[src/common/decodePkg.sv]
/*
 * Decode package for the out-of-order core front end.
 * Holds the instruction formats, the opcode and function encodings,
 * the unit and access size codes and the decode bundle.
 */

`default_nettype none

package decodePkg;

	// ==================================================================
	// Field widths
	// ==================================================================

	// Every instruction is one 32-bit word
	localparam int INSTR_BITS = 32;
	localparam int OPCODE_BITS = 7;
	localparam int REG_BITS = 6;

	// Raw displacement widths of the memory and branch formats
	localparam int MEM_DISP_BITS = 13;
	localparam int BR_DISP_BITS = 10;

	// Displacements leave the decoder at full data width
	localparam int DISP_BITS = 32;

	// A call saves its return address in this register
	localparam logic [REG_BITS-1:0] LINK_REG = 6'd1;

	// ==================================================================
	// Encodings
	// ==================================================================

	// Primary opcodes, any code not listed here is illegal
	typedef enum logic [OPCODE_BITS-1:0] {
		OP_NOP   = 7'h00,
		OP_ALU   = 7'h02,
		OP_ADDI  = 7'h04,
		OP_CAP   = 7'h07,
		OP_FLT3H = 7'h0C,
		OP_FLT3S = 7'h0D,
		OP_FLT3D = 7'h0E,
		OP_FLT3Q = 7'h0F,
		OP_JSR   = 7'h20,
		OP_BCC   = 7'h28,
		OP_LDB   = 7'h40,
		OP_LDW   = 7'h41,
		OP_LDT   = 7'h42,
		OP_LDO   = 7'h43,
		OP_STB   = 7'h48,
		OP_STW   = 7'h49,
		OP_STT   = 7'h4A,
		OP_STO   = 7'h4B
	} opcode_t;

	// Function field of the three operand float format
	typedef enum logic [3:0] {
		FN_FADD = 4'h0,
		FN_FMUL = 4'h1,
		FN_FDIV = 4'h2,
		FN_FLT1 = 4'hF
	} flt3Func_t;

	// Single operand float functions, selected when the outer func is FN_FLT1
	typedef enum logic [5:0] {
		FN_FABS  = 6'h01,
		FN_FNEG  = 6'h02,
		FN_FRES  = 6'h08,
		FN_FSQRT = 6'h09,
		FN_FSIN  = 6'h10,
		FN_FCOS  = 6'h11
	} flt1Func_t;

	// Access size, given by the last letter of the load or store mnemonic
	typedef enum logic [1:0] {
		SIZE_BYTE  = 2'd0,
		SIZE_WYDE  = 2'd1,
		SIZE_TETRA = 2'd2,
		SIZE_OCTA  = 2'd3
	} memSize_t;

	// Execution unit that the instruction issues to
	typedef enum logic [2:0] {
		UNIT_NONE   = 3'd0,
		UNIT_ALU    = 3'd1,
		UNIT_FPU    = 3'd2,
		UNIT_FPU0   = 3'd3,
		UNIT_MEM    = 3'd4,
		UNIT_BRANCH = 3'd5
	} unit_t;

	// ==================================================================
	// Instruction formats
	// ==================================================================

	// All formats keep the opcode in the low seven bits
	typedef union packed {
		logic [INSTR_BITS-1:0] raw;
		struct packed {
			logic [6:0] func;
			logic [REG_BITS-1:0] rs2;
			logic [REG_BITS-1:0] rs1;
			logic [REG_BITS-1:0] rd;
			logic [OPCODE_BITS-1:0] opcode;
		} r3;
		struct packed {
			logic [3:0] func;
			logic [2:0] rm;
			logic [REG_BITS-1:0] rs2;
			logic [REG_BITS-1:0] rs1;
			logic [REG_BITS-1:0] rd;
			logic [OPCODE_BITS-1:0] opcode;
		} f3;
		// The single operand function takes the place of rs2
		struct packed {
			logic [3:0] f3Func;
			logic [2:0] rm;
			logic [5:0] func;
			logic [REG_BITS-1:0] rs1;
			logic [REG_BITS-1:0] rd;
			logic [OPCODE_BITS-1:0] opcode;
		} f1;
		// For a store the rd slot names the data register
		struct packed {
			logic [MEM_DISP_BITS-1:0] disp;
			logic [REG_BITS-1:0] rs1;
			logic [REG_BITS-1:0] rd;
			logic [OPCODE_BITS-1:0] opcode;
		} m;
		struct packed {
			logic [BR_DISP_BITS-1:0] disp;
			logic [REG_BITS-1:0] rs2;
			logic [REG_BITS-1:0] rs1;
			logic [2:0] cond;
			logic [OPCODE_BITS-1:0] opcode;
		} b;
	} instruction_t;

	// ==================================================================
	// Decoder results and the stage bundle
	// ==================================================================

	typedef struct packed {
		logic isLoad;
		logic isStore;
		memSize_t size;
		logic [DISP_BITS-1:0] disp;
	} memInfo_t;

	typedef struct packed {
		logic isBranch;
		logic isCall;
		logic [2:0] cond;
		logic [DISP_BITS-1:0] disp;
	} branchInfo_t;

	// Register numbers that are not used read zero
	typedef struct packed {
		logic [REG_BITS-1:0] rd;
		logic [REG_BITS-1:0] rs1;
		logic [REG_BITS-1:0] rs2;
		logic writesRd;
		logic readsRs1;
		logic readsRs2;
		logic isFloat;
		logic illegal;
	} regUse_t;

	typedef struct packed {
		logic valid;
		opcode_t opcode;
		unit_t unit;
		memInfo_t mem;
		branchInfo_t branch;
		regUse_t regs;
	} decodeBus_t;

endpackage

`default_nettype wire

[src/hw/decode/decodeBranch.sv]
/*
 * Branch decoder.
 * Recognizes conditional branches and calls, passes the condition and
 * gives the word-scaled sign-extended displacement.
 */

`timescale 1ns/100ps
`default_nettype none

module decodeBranch import decodePkg::*;
(
	input instruction_t instr,
	output branchInfo_t branch
);

	// Instructions are word aligned, so the displacement counts words
	logic [DISP_BITS-1:0] dispExt;

	assign dispExt = {{(DISP_BITS-BR_DISP_BITS-2){instr.b.disp[BR_DISP_BITS-1]}},
		instr.b.disp, 2'b00};

	always_comb
	begin
		branch = '0;
		case (instr.b.opcode)
		OP_BCC:
			begin
				branch.isBranch = 1'b1;
				branch.cond = instr.b.cond;
				branch.disp = dispExt;
			end
		// A call is unconditional, its cond stays zero
		OP_JSR:
			begin
				branch.isCall = 1'b1;
				branch.disp = dispExt;
			end
		default:
			branch.isBranch = 1'b0;
		endcase
	end

endmodule

`default_nettype wire

[src/hw/decode/decodeFpu0.sv]
/*
 * FPU0 selector.
 * Flags capability operations and the reciprocal, sine and cosine
 * operations, which only the first floating-point unit can execute.
 */

`timescale 1ns/100ps
`default_nettype none

module decodeFpu0 import decodePkg::*;
(
	input instruction_t instr,
	output logic fpu0
);

	// Nested case on opcode, outer float function and inner float function
	function automatic logic isFpu0(input instruction_t ir);
		case (ir.r3.opcode)
		OP_CAP:
			return 1'b1;
		OP_FLT3H, OP_FLT3S, OP_FLT3D, OP_FLT3Q:
			if (ir.f3.func == FN_FLT1)
			begin
				case (ir.f1.func)
				FN_FRES, FN_FSIN, FN_FCOS:
					return 1'b1;
				default:
					return 1'b0;
				endcase
			end
			else
				return 1'b0;
		default:
			return 1'b0;
		endcase
	endfunction

	assign fpu0 = isFpu0(instr);

endmodule

`default_nettype wire

[src/hw/decode/decodeMemory.sv]
/*
 * Memory access decoder.
 * Recognizes loads and stores and gives the access size and the
 * sign-extended displacement.
 */

`timescale 1ns/100ps
`default_nettype none

module decodeMemory import decodePkg::*;
(
	input instruction_t instr,
	output memInfo_t mem
);

	// Sign extension of the m-format displacement to full width
	logic [DISP_BITS-1:0] dispExt;

	assign dispExt = {{(DISP_BITS-MEM_DISP_BITS){instr.m.disp[MEM_DISP_BITS-1]}},
		instr.m.disp};

	always_comb
	begin
		mem = '0;

		// Direction of the access
		case (instr.m.opcode)
		OP_LDB, OP_LDW, OP_LDT, OP_LDO:
			mem.isLoad = 1'b1;
		OP_STB, OP_STW, OP_STT, OP_STO:
			mem.isStore = 1'b1;
		default:
			mem.isLoad = 1'b0;
		endcase

		// Size follows the last letter of the mnemonic
		case (instr.m.opcode)
		OP_LDW, OP_STW:
			mem.size = SIZE_WYDE;
		OP_LDT, OP_STT:
			mem.size = SIZE_TETRA;
		OP_LDO, OP_STO:
			mem.size = SIZE_OCTA;
		default:
			mem.size = SIZE_BYTE;
		endcase

		// The displacement is only meaningful for an access
		if (mem.isLoad || mem.isStore)
			mem.disp = dispExt;
	end

endmodule

`default_nettype wire

[src/hw/decode/decodeRegisters.sv]
/*
 * Register use decoder.
 * Extracts the register fields, decides which are read and written,
 * marks float-register use and flags illegal encodings.
 */

`timescale 1ns/100ps
`default_nettype none

module decodeRegisters import decodePkg::*;
(
	input instruction_t instr,
	output regUse_t regs
);

	always_comb
	begin
		regs = '0;
		case (instr.r3.opcode)
		// Two source operands and a destination
		OP_ALU:
			begin
				regs.rd = instr.r3.rd;
				regs.rs1 = instr.r3.rs1;
				regs.rs2 = instr.r3.rs2;
			end
		OP_FLT3H, OP_FLT3S, OP_FLT3D, OP_FLT3Q:
			begin
				regs.isFloat = 1'b1;
				regs.rd = instr.f3.rd;
				regs.rs1 = instr.f3.rs1;
				// Single operand functions carry their code where rs2 would be
				if (instr.f3.func != FN_FLT1)
					regs.rs2 = instr.f3.rs2;
				else if (!(instr.f1.func inside {FN_FRES, FN_FSIN, FN_FCOS, FN_FSQRT,
					FN_FABS, FN_FNEG}))
					regs.illegal = 1'b1;
			end
		OP_ADDI, OP_LDB, OP_LDW, OP_LDT, OP_LDO:
			begin
				regs.rd = instr.m.rd;
				regs.rs1 = instr.m.rs1;
			end
		// Store data comes from the rd slot and is read as rs2
		OP_STB, OP_STW, OP_STT, OP_STO:
			begin
				regs.rs1 = instr.m.rs1;
				regs.rs2 = instr.m.rd;
			end
		OP_BCC:
			begin
				regs.rs1 = instr.b.rs1;
				regs.rs2 = instr.b.rs2;
			end
		OP_JSR:
			regs.rd = LINK_REG;
		// NOP and CAP touch no register
		OP_NOP, OP_CAP:
			regs.illegal = 1'b0;
		default:
			regs.illegal = 1'b1;
		endcase

		// An illegal instruction uses no register at all
		if (regs.illegal)
		begin
			regs.rd = '0;
			regs.rs1 = '0;
			regs.rs2 = '0;
		end

		// Register 0 is never written, unused fields already read zero
		regs.writesRd = (regs.rd != '0);
		regs.readsRs1 = (instr.r3.opcode inside {OP_ALU, OP_ADDI,
			OP_FLT3H, OP_FLT3S, OP_FLT3D, OP_FLT3Q, OP_LDB, OP_LDW, OP_LDT, OP_LDO,
			OP_STB, OP_STW, OP_STT, OP_STO, OP_BCC}) && !regs.illegal;
		regs.readsRs2 = (instr.r3.opcode inside {OP_ALU, OP_STB,
			OP_STW, OP_STT, OP_STO, OP_BCC} || (instr.r3.opcode inside {OP_FLT3H,
			OP_FLT3S, OP_FLT3D, OP_FLT3Q} && instr.f3.func != FN_FLT1)) && !regs.illegal;
	end

endmodule

`default_nettype wire

[src/hw/decode/decodeStage.sv]
/*
 * Instruction decode stage.
 * Runs each instruction word through the four decoders, chooses the
 * issue unit and holds the decode bundle in a one-deep stage register.
 */

`timescale 1ns/100ps
`default_nettype none

module decodeStage import decodePkg::*;
(
	input logic clk,
	input logic reset,
	input logic stall,
	input logic flush,
	input logic instrValid,
	input instruction_t instr,
	output decodeBus_t decoded
);

	// ==================================================================
	// Decoders
	// ==================================================================

	logic fpu0;
	memInfo_t memInfo;
	branchInfo_t branchInfo;
	regUse_t regUse;

	decodeFpu0 i_decodeFpu0
	(
		.instr(instr),
		.fpu0(fpu0)
	);

	decodeMemory i_decodeMemory
	(
		.instr(instr),
		.mem(memInfo)
	);

	decodeBranch i_decodeBranch
	(
		.instr(instr),
		.branch(branchInfo)
	);

	decodeRegisters i_decodeRegisters
	(
		.instr(instr),
		.regs(regUse)
	);

	// ==================================================================
	// Unit selection and bundle assembly
	// ==================================================================

	decodeBus_t nextBundle;
	unit_t unit;

	// Highest priority first, so an illegal word never reaches a unit
	always_comb
	begin
		if (regUse.illegal)
			unit = UNIT_NONE;
		else if (fpu0)
			unit = UNIT_FPU0;
		else if (memInfo.isLoad || memInfo.isStore)
			unit = UNIT_MEM;
		else if (branchInfo.isBranch || branchInfo.isCall)
			unit = UNIT_BRANCH;
		else if (regUse.isFloat)
			unit = UNIT_FPU;
		else
			unit = UNIT_ALU;
	end

	assign nextBundle.valid = instrValid;
	assign nextBundle.opcode = opcode_t'(instr.r3.opcode);
	assign nextBundle.unit = unit;
	assign nextBundle.mem = memInfo;
	assign nextBundle.branch = branchInfo;
	assign nextBundle.regs = regUse;

	// ==================================================================
	// Stage register
	// ==================================================================

	// Flush wins over stall but only drops valid, the payload may go stale
	always_ff @(posedge clk)
	begin
		if (reset)
			decoded <= '0;
		else if (flush)
			decoded.valid <= 1'b0;
		else if (!stall)
			decoded <= nextBundle;
	end

endmodule

`default_nettype wire

[config.mk]
export PLATFORM = sky130hd
export DESIGN_NAME = decodeStage
export DESIGN_NICKNAME = d
export VERILOG_FILES = /design/src/common/decodePkg.sv /design/src/hw/decode/decodeBranch.sv /design/src/hw/decode/decodeFpu0.sv /design/src/hw/decode/decodeMemory.sv /design/src/hw/decode/decodeRegisters.sv /design/src/hw/decode/decodeStage.sv
export SDC_FILE = /design/constraint.sdc
export NUM_CORES = 1
export LEC_CHECK = 0
export ABC_AREA = 1
export BUFFER_PORTS_ARGS = -buffer_cell sky130_fd_sc_hd__buf_2
export CORE_MARGIN = 2
export CORE_UTILIZATION = 45
export DETAILED_ROUTE_END_ITERATION = 6
export HOLD_SLACK_MARGIN = 0.1
export PLACE_DENSITY = 0.73
export SYNTH_ARGS = -nofsm -noshare
export SYNTH_HDL_FRONTEND = slang
export SYNTH_SLANG_ARGS = --single-unit
[constraint.sdc]
create_clock -name clk -period 2.4 [get_ports clk]
set_clock_uncertainty 0.2 [all_clocks]
set_input_delay 0.72 -clock clk [delete_from_list [all_inputs] [get_ports clk]]
set_output_delay 0.72 -clock clk [all_outputs]
set_load 0.05 [all_outputs]
==> flow_metrics.tcl <==
set metrics [dict create \
    run_status "completed" \
    critPathMaxStageDelay_ns 0.60 \
    drtIter0Drc 257 \
    ys_warn_count 0 \
    cp_top_family "flip-flops" \
    reg2reg_to "decoded[53]" \
    vias 3390 \
    p_leak_uw 0.00209 \
    post-cts-setup-buffers 0 \
    ff2ff_path_depth 2 \
    ys_seq_elements 66 \
    max-vdd-ir-drop_mv 0.286 \
    ys_seq_area_frac 0.398 \
    gp_congestion 0.958 \
    setup_slack_ns 0.185 \
    power.density_mw_per_mm2 597 \
    cp.buffers_inverters 1 \
    ys.flop_type "dfxtp_1" \
    cts.sinks 66 \
    period_needed_ns 2.21 \
    crit_chain "buf_2" \
    fmax_mhz 452 \
    hp-start "decoded[31]" \
    instances_no_fill 686 \
    cts.clk_slew.worst_paths_ns 0.07 \
    cts.path.max_buffers 2 \
    syn_area_mm2 0.00332 \
    slowest_stage "dfxtp_1" \
    fin_util 0.568 \
    fp.dieH_um 89.9 \
    total_power_uw 2430 \
    cts-hold-fix-buffers 0 \
    synth_edf_count 0 \
    overflow 0 \
    vias_per_cell 4.94 \
    largest_reg_flops 66 \
    initial_core_util 0.462 \
    dp_cells 672 \
    antenna_found_initial 0 \
    postSynthAreaPerCell_um2 6.90 \
    crit_fanout 22 \
    fp.dieW_um 89.9 \
    io_pins 144 \
    grt_start_max_net_pins 75 \
    wirelength_um 8810 \
    largestRegisters "decoded x66" \
    wl_per_cell_um 12.8 \
    cts_root_buffer "clkbuf_8" \
    firstDrtPassIters 5 \
    dpl.hpwl_um 6610 \
    worstSkewPairLatency_ns 0.33 \
    synth_cell_types 28 \
    port_buffers 141 \
    drv_cap 0 \
    dieArea_mm2 0.00807 \
    cp.arrival_ns 1.29 \
    worstHoldEndpoint "decoded[31]" \
    cts_tree "yes" \
    track_usage 0.219 \
    grt_first_pass_wirelength_um 14400 \
    synthCells 481 \
    drive_gt1_frac 0.327 \
    ant_nets 0 \
    core-area_mm2 0.00718 \
    regMostFlops "decoded" \
    cp.depth 1 \
    nets 621 \
    grt_setup_unrepaired "no" \
    rrSetupSlack_ns 1.28 \
    slew_violations 0 \
    rows 31 \
    worst_slew_pin_slew_ns 0.699 \
    grt_pass1_vias 3031 \
    area_growth_pct 22.8 \
    post-place-ws_ns -0.0492 \
    crit_path_start_kind "register" \
    setup.worst_path.class "reg -> out" \
    htreeDepth 3 \
    cts_buffers 9 \
    drc 0 \
    num_antenna_cells 0 \
    async_flop_share 0 \
    whs_path_depth 2 \
    r2r_start "decoded[53]" \
    setup_tns_ns 0 \
    maxSlewHeadroom 0.533 \
    period_share 0.923 \
    setup_viol_count_final 0 \
    crit_required_ns 1.48 \
    worstHoldPathType "reg -> reg" \
    cts_resized 0 \
    finalHoldViolCount 0 \
    crit_path_end_kind "primary output" \
]
==> Yosys cell counts, types with 2 or more instances <==
cell type	count	share of area
nand2_1	110	0.12
o211ai_1	4	0.0091
buf_4	42	0.095
nor2_2	8	0.015
nand2_2	7	0.013
a21oi_1	61	0.092
buf_1	4	0.0045
clkbuf_1	14	0.016
nor2_1	44	0.050
nand2_4	2	0.0068
a22oi_1	3	0.0068
o21ai_0	33	0.050
inv_2	5	0.0057
inv_1	29	0.033
o22ai_1	3	0.0057
nand3_1	32	0.048
o21ai_1	3	0.0045
dfxtp_1	66	0.40
buf_2	2	0.0030
==> worst max-delay path by stage <==
stage                      from           to
finish              decoded[53]  decoded[50]
floorplan           decoded[53]  decoded[35]
detailed placement     instr[4]   decoded[3]
global placement       instr[4]  decoded[96]
global route        decoded[53]  decoded[49]
CTS                 decoded[53]  decoded[53]
==> power by group <==
group / total [µW] / internal (µW) / leakage [µW] / switching (µW)
registers: 1140 / 1120 / 0.000536 / 15.2
clock network: 922 / 526 / 0.0000946 / 396
logic: 369 / 92.9 / 0.00146 / 276
==> through the flow <==
step | hold slack [ns] | area [µm²]
2_1_floorplan | 0.490 | 3320
3_3_place_gp | 0.249 | 3880
3_5_place_dp | 0.253 | 3880
4_1_cts | 0.263 | 4070
5_1_grt | 0.280 | 4070
6_report | 0.261 | 4070
==> placed cells by master, fill, tap and decap left out, drive strengths merged <==
master    Yosys  final
buf          48    153
nand2       119    119
dfxtp        66     66
a21oi        62     62
nor2         52     52
o21ai        36     36
inv          34     34
nand3        33     33
clkbuf       14     12
o211ai        4      4
o22ai         3      3
a22oi         3      3
conb          1      2
mux2i         1      1
nor3          1      1
o21bai        1      1
clkinv        1      1
a31o          1      1
nand4         1      1
bufinv        0      1
clkinvlp      0      1
==> kinds of logic (layout without fill, tap and decap cells) <==
kind of cell,after synthesis,after routing,share of synthesized area
compound gates,110,110,0.175
buf+inv,97,202,0.158
flops,66,66,0.398
mux,1,1,0.00302
other cells,1,2,0.00113
simple gates,206,206,0.264
==> final cells by class <==
| class | count | area [µm²] |
|---|---|---|
| clock inverter | 2 | 37.5 |
| tap | 99 | 124 |
| sequential | 66 | 1320 |
| fill | 704 | 3100 |
| clock buffer | 12 | 155 |
| timing repair buffer | 153 | 821 |
| inverter | 35 | 131 |
| multi-input combinational | 319 | 1480 |
==> layer usage <==
| layer | track usage | vias up | part of all wire |
|---|---|---|---|
| met2 | 0.344 | 131 | 0.44 |
| met3 | 0.0436 | 9 | 0.075 |
| li1 | - | 1723 | - |
| met4 | 0.0782 | 0 | 0.012 |
| met1 | 0.300 | 1527 | 0.48 |
| met5 | 0 | - | 0 |
(Power assumes the default switching activity.)
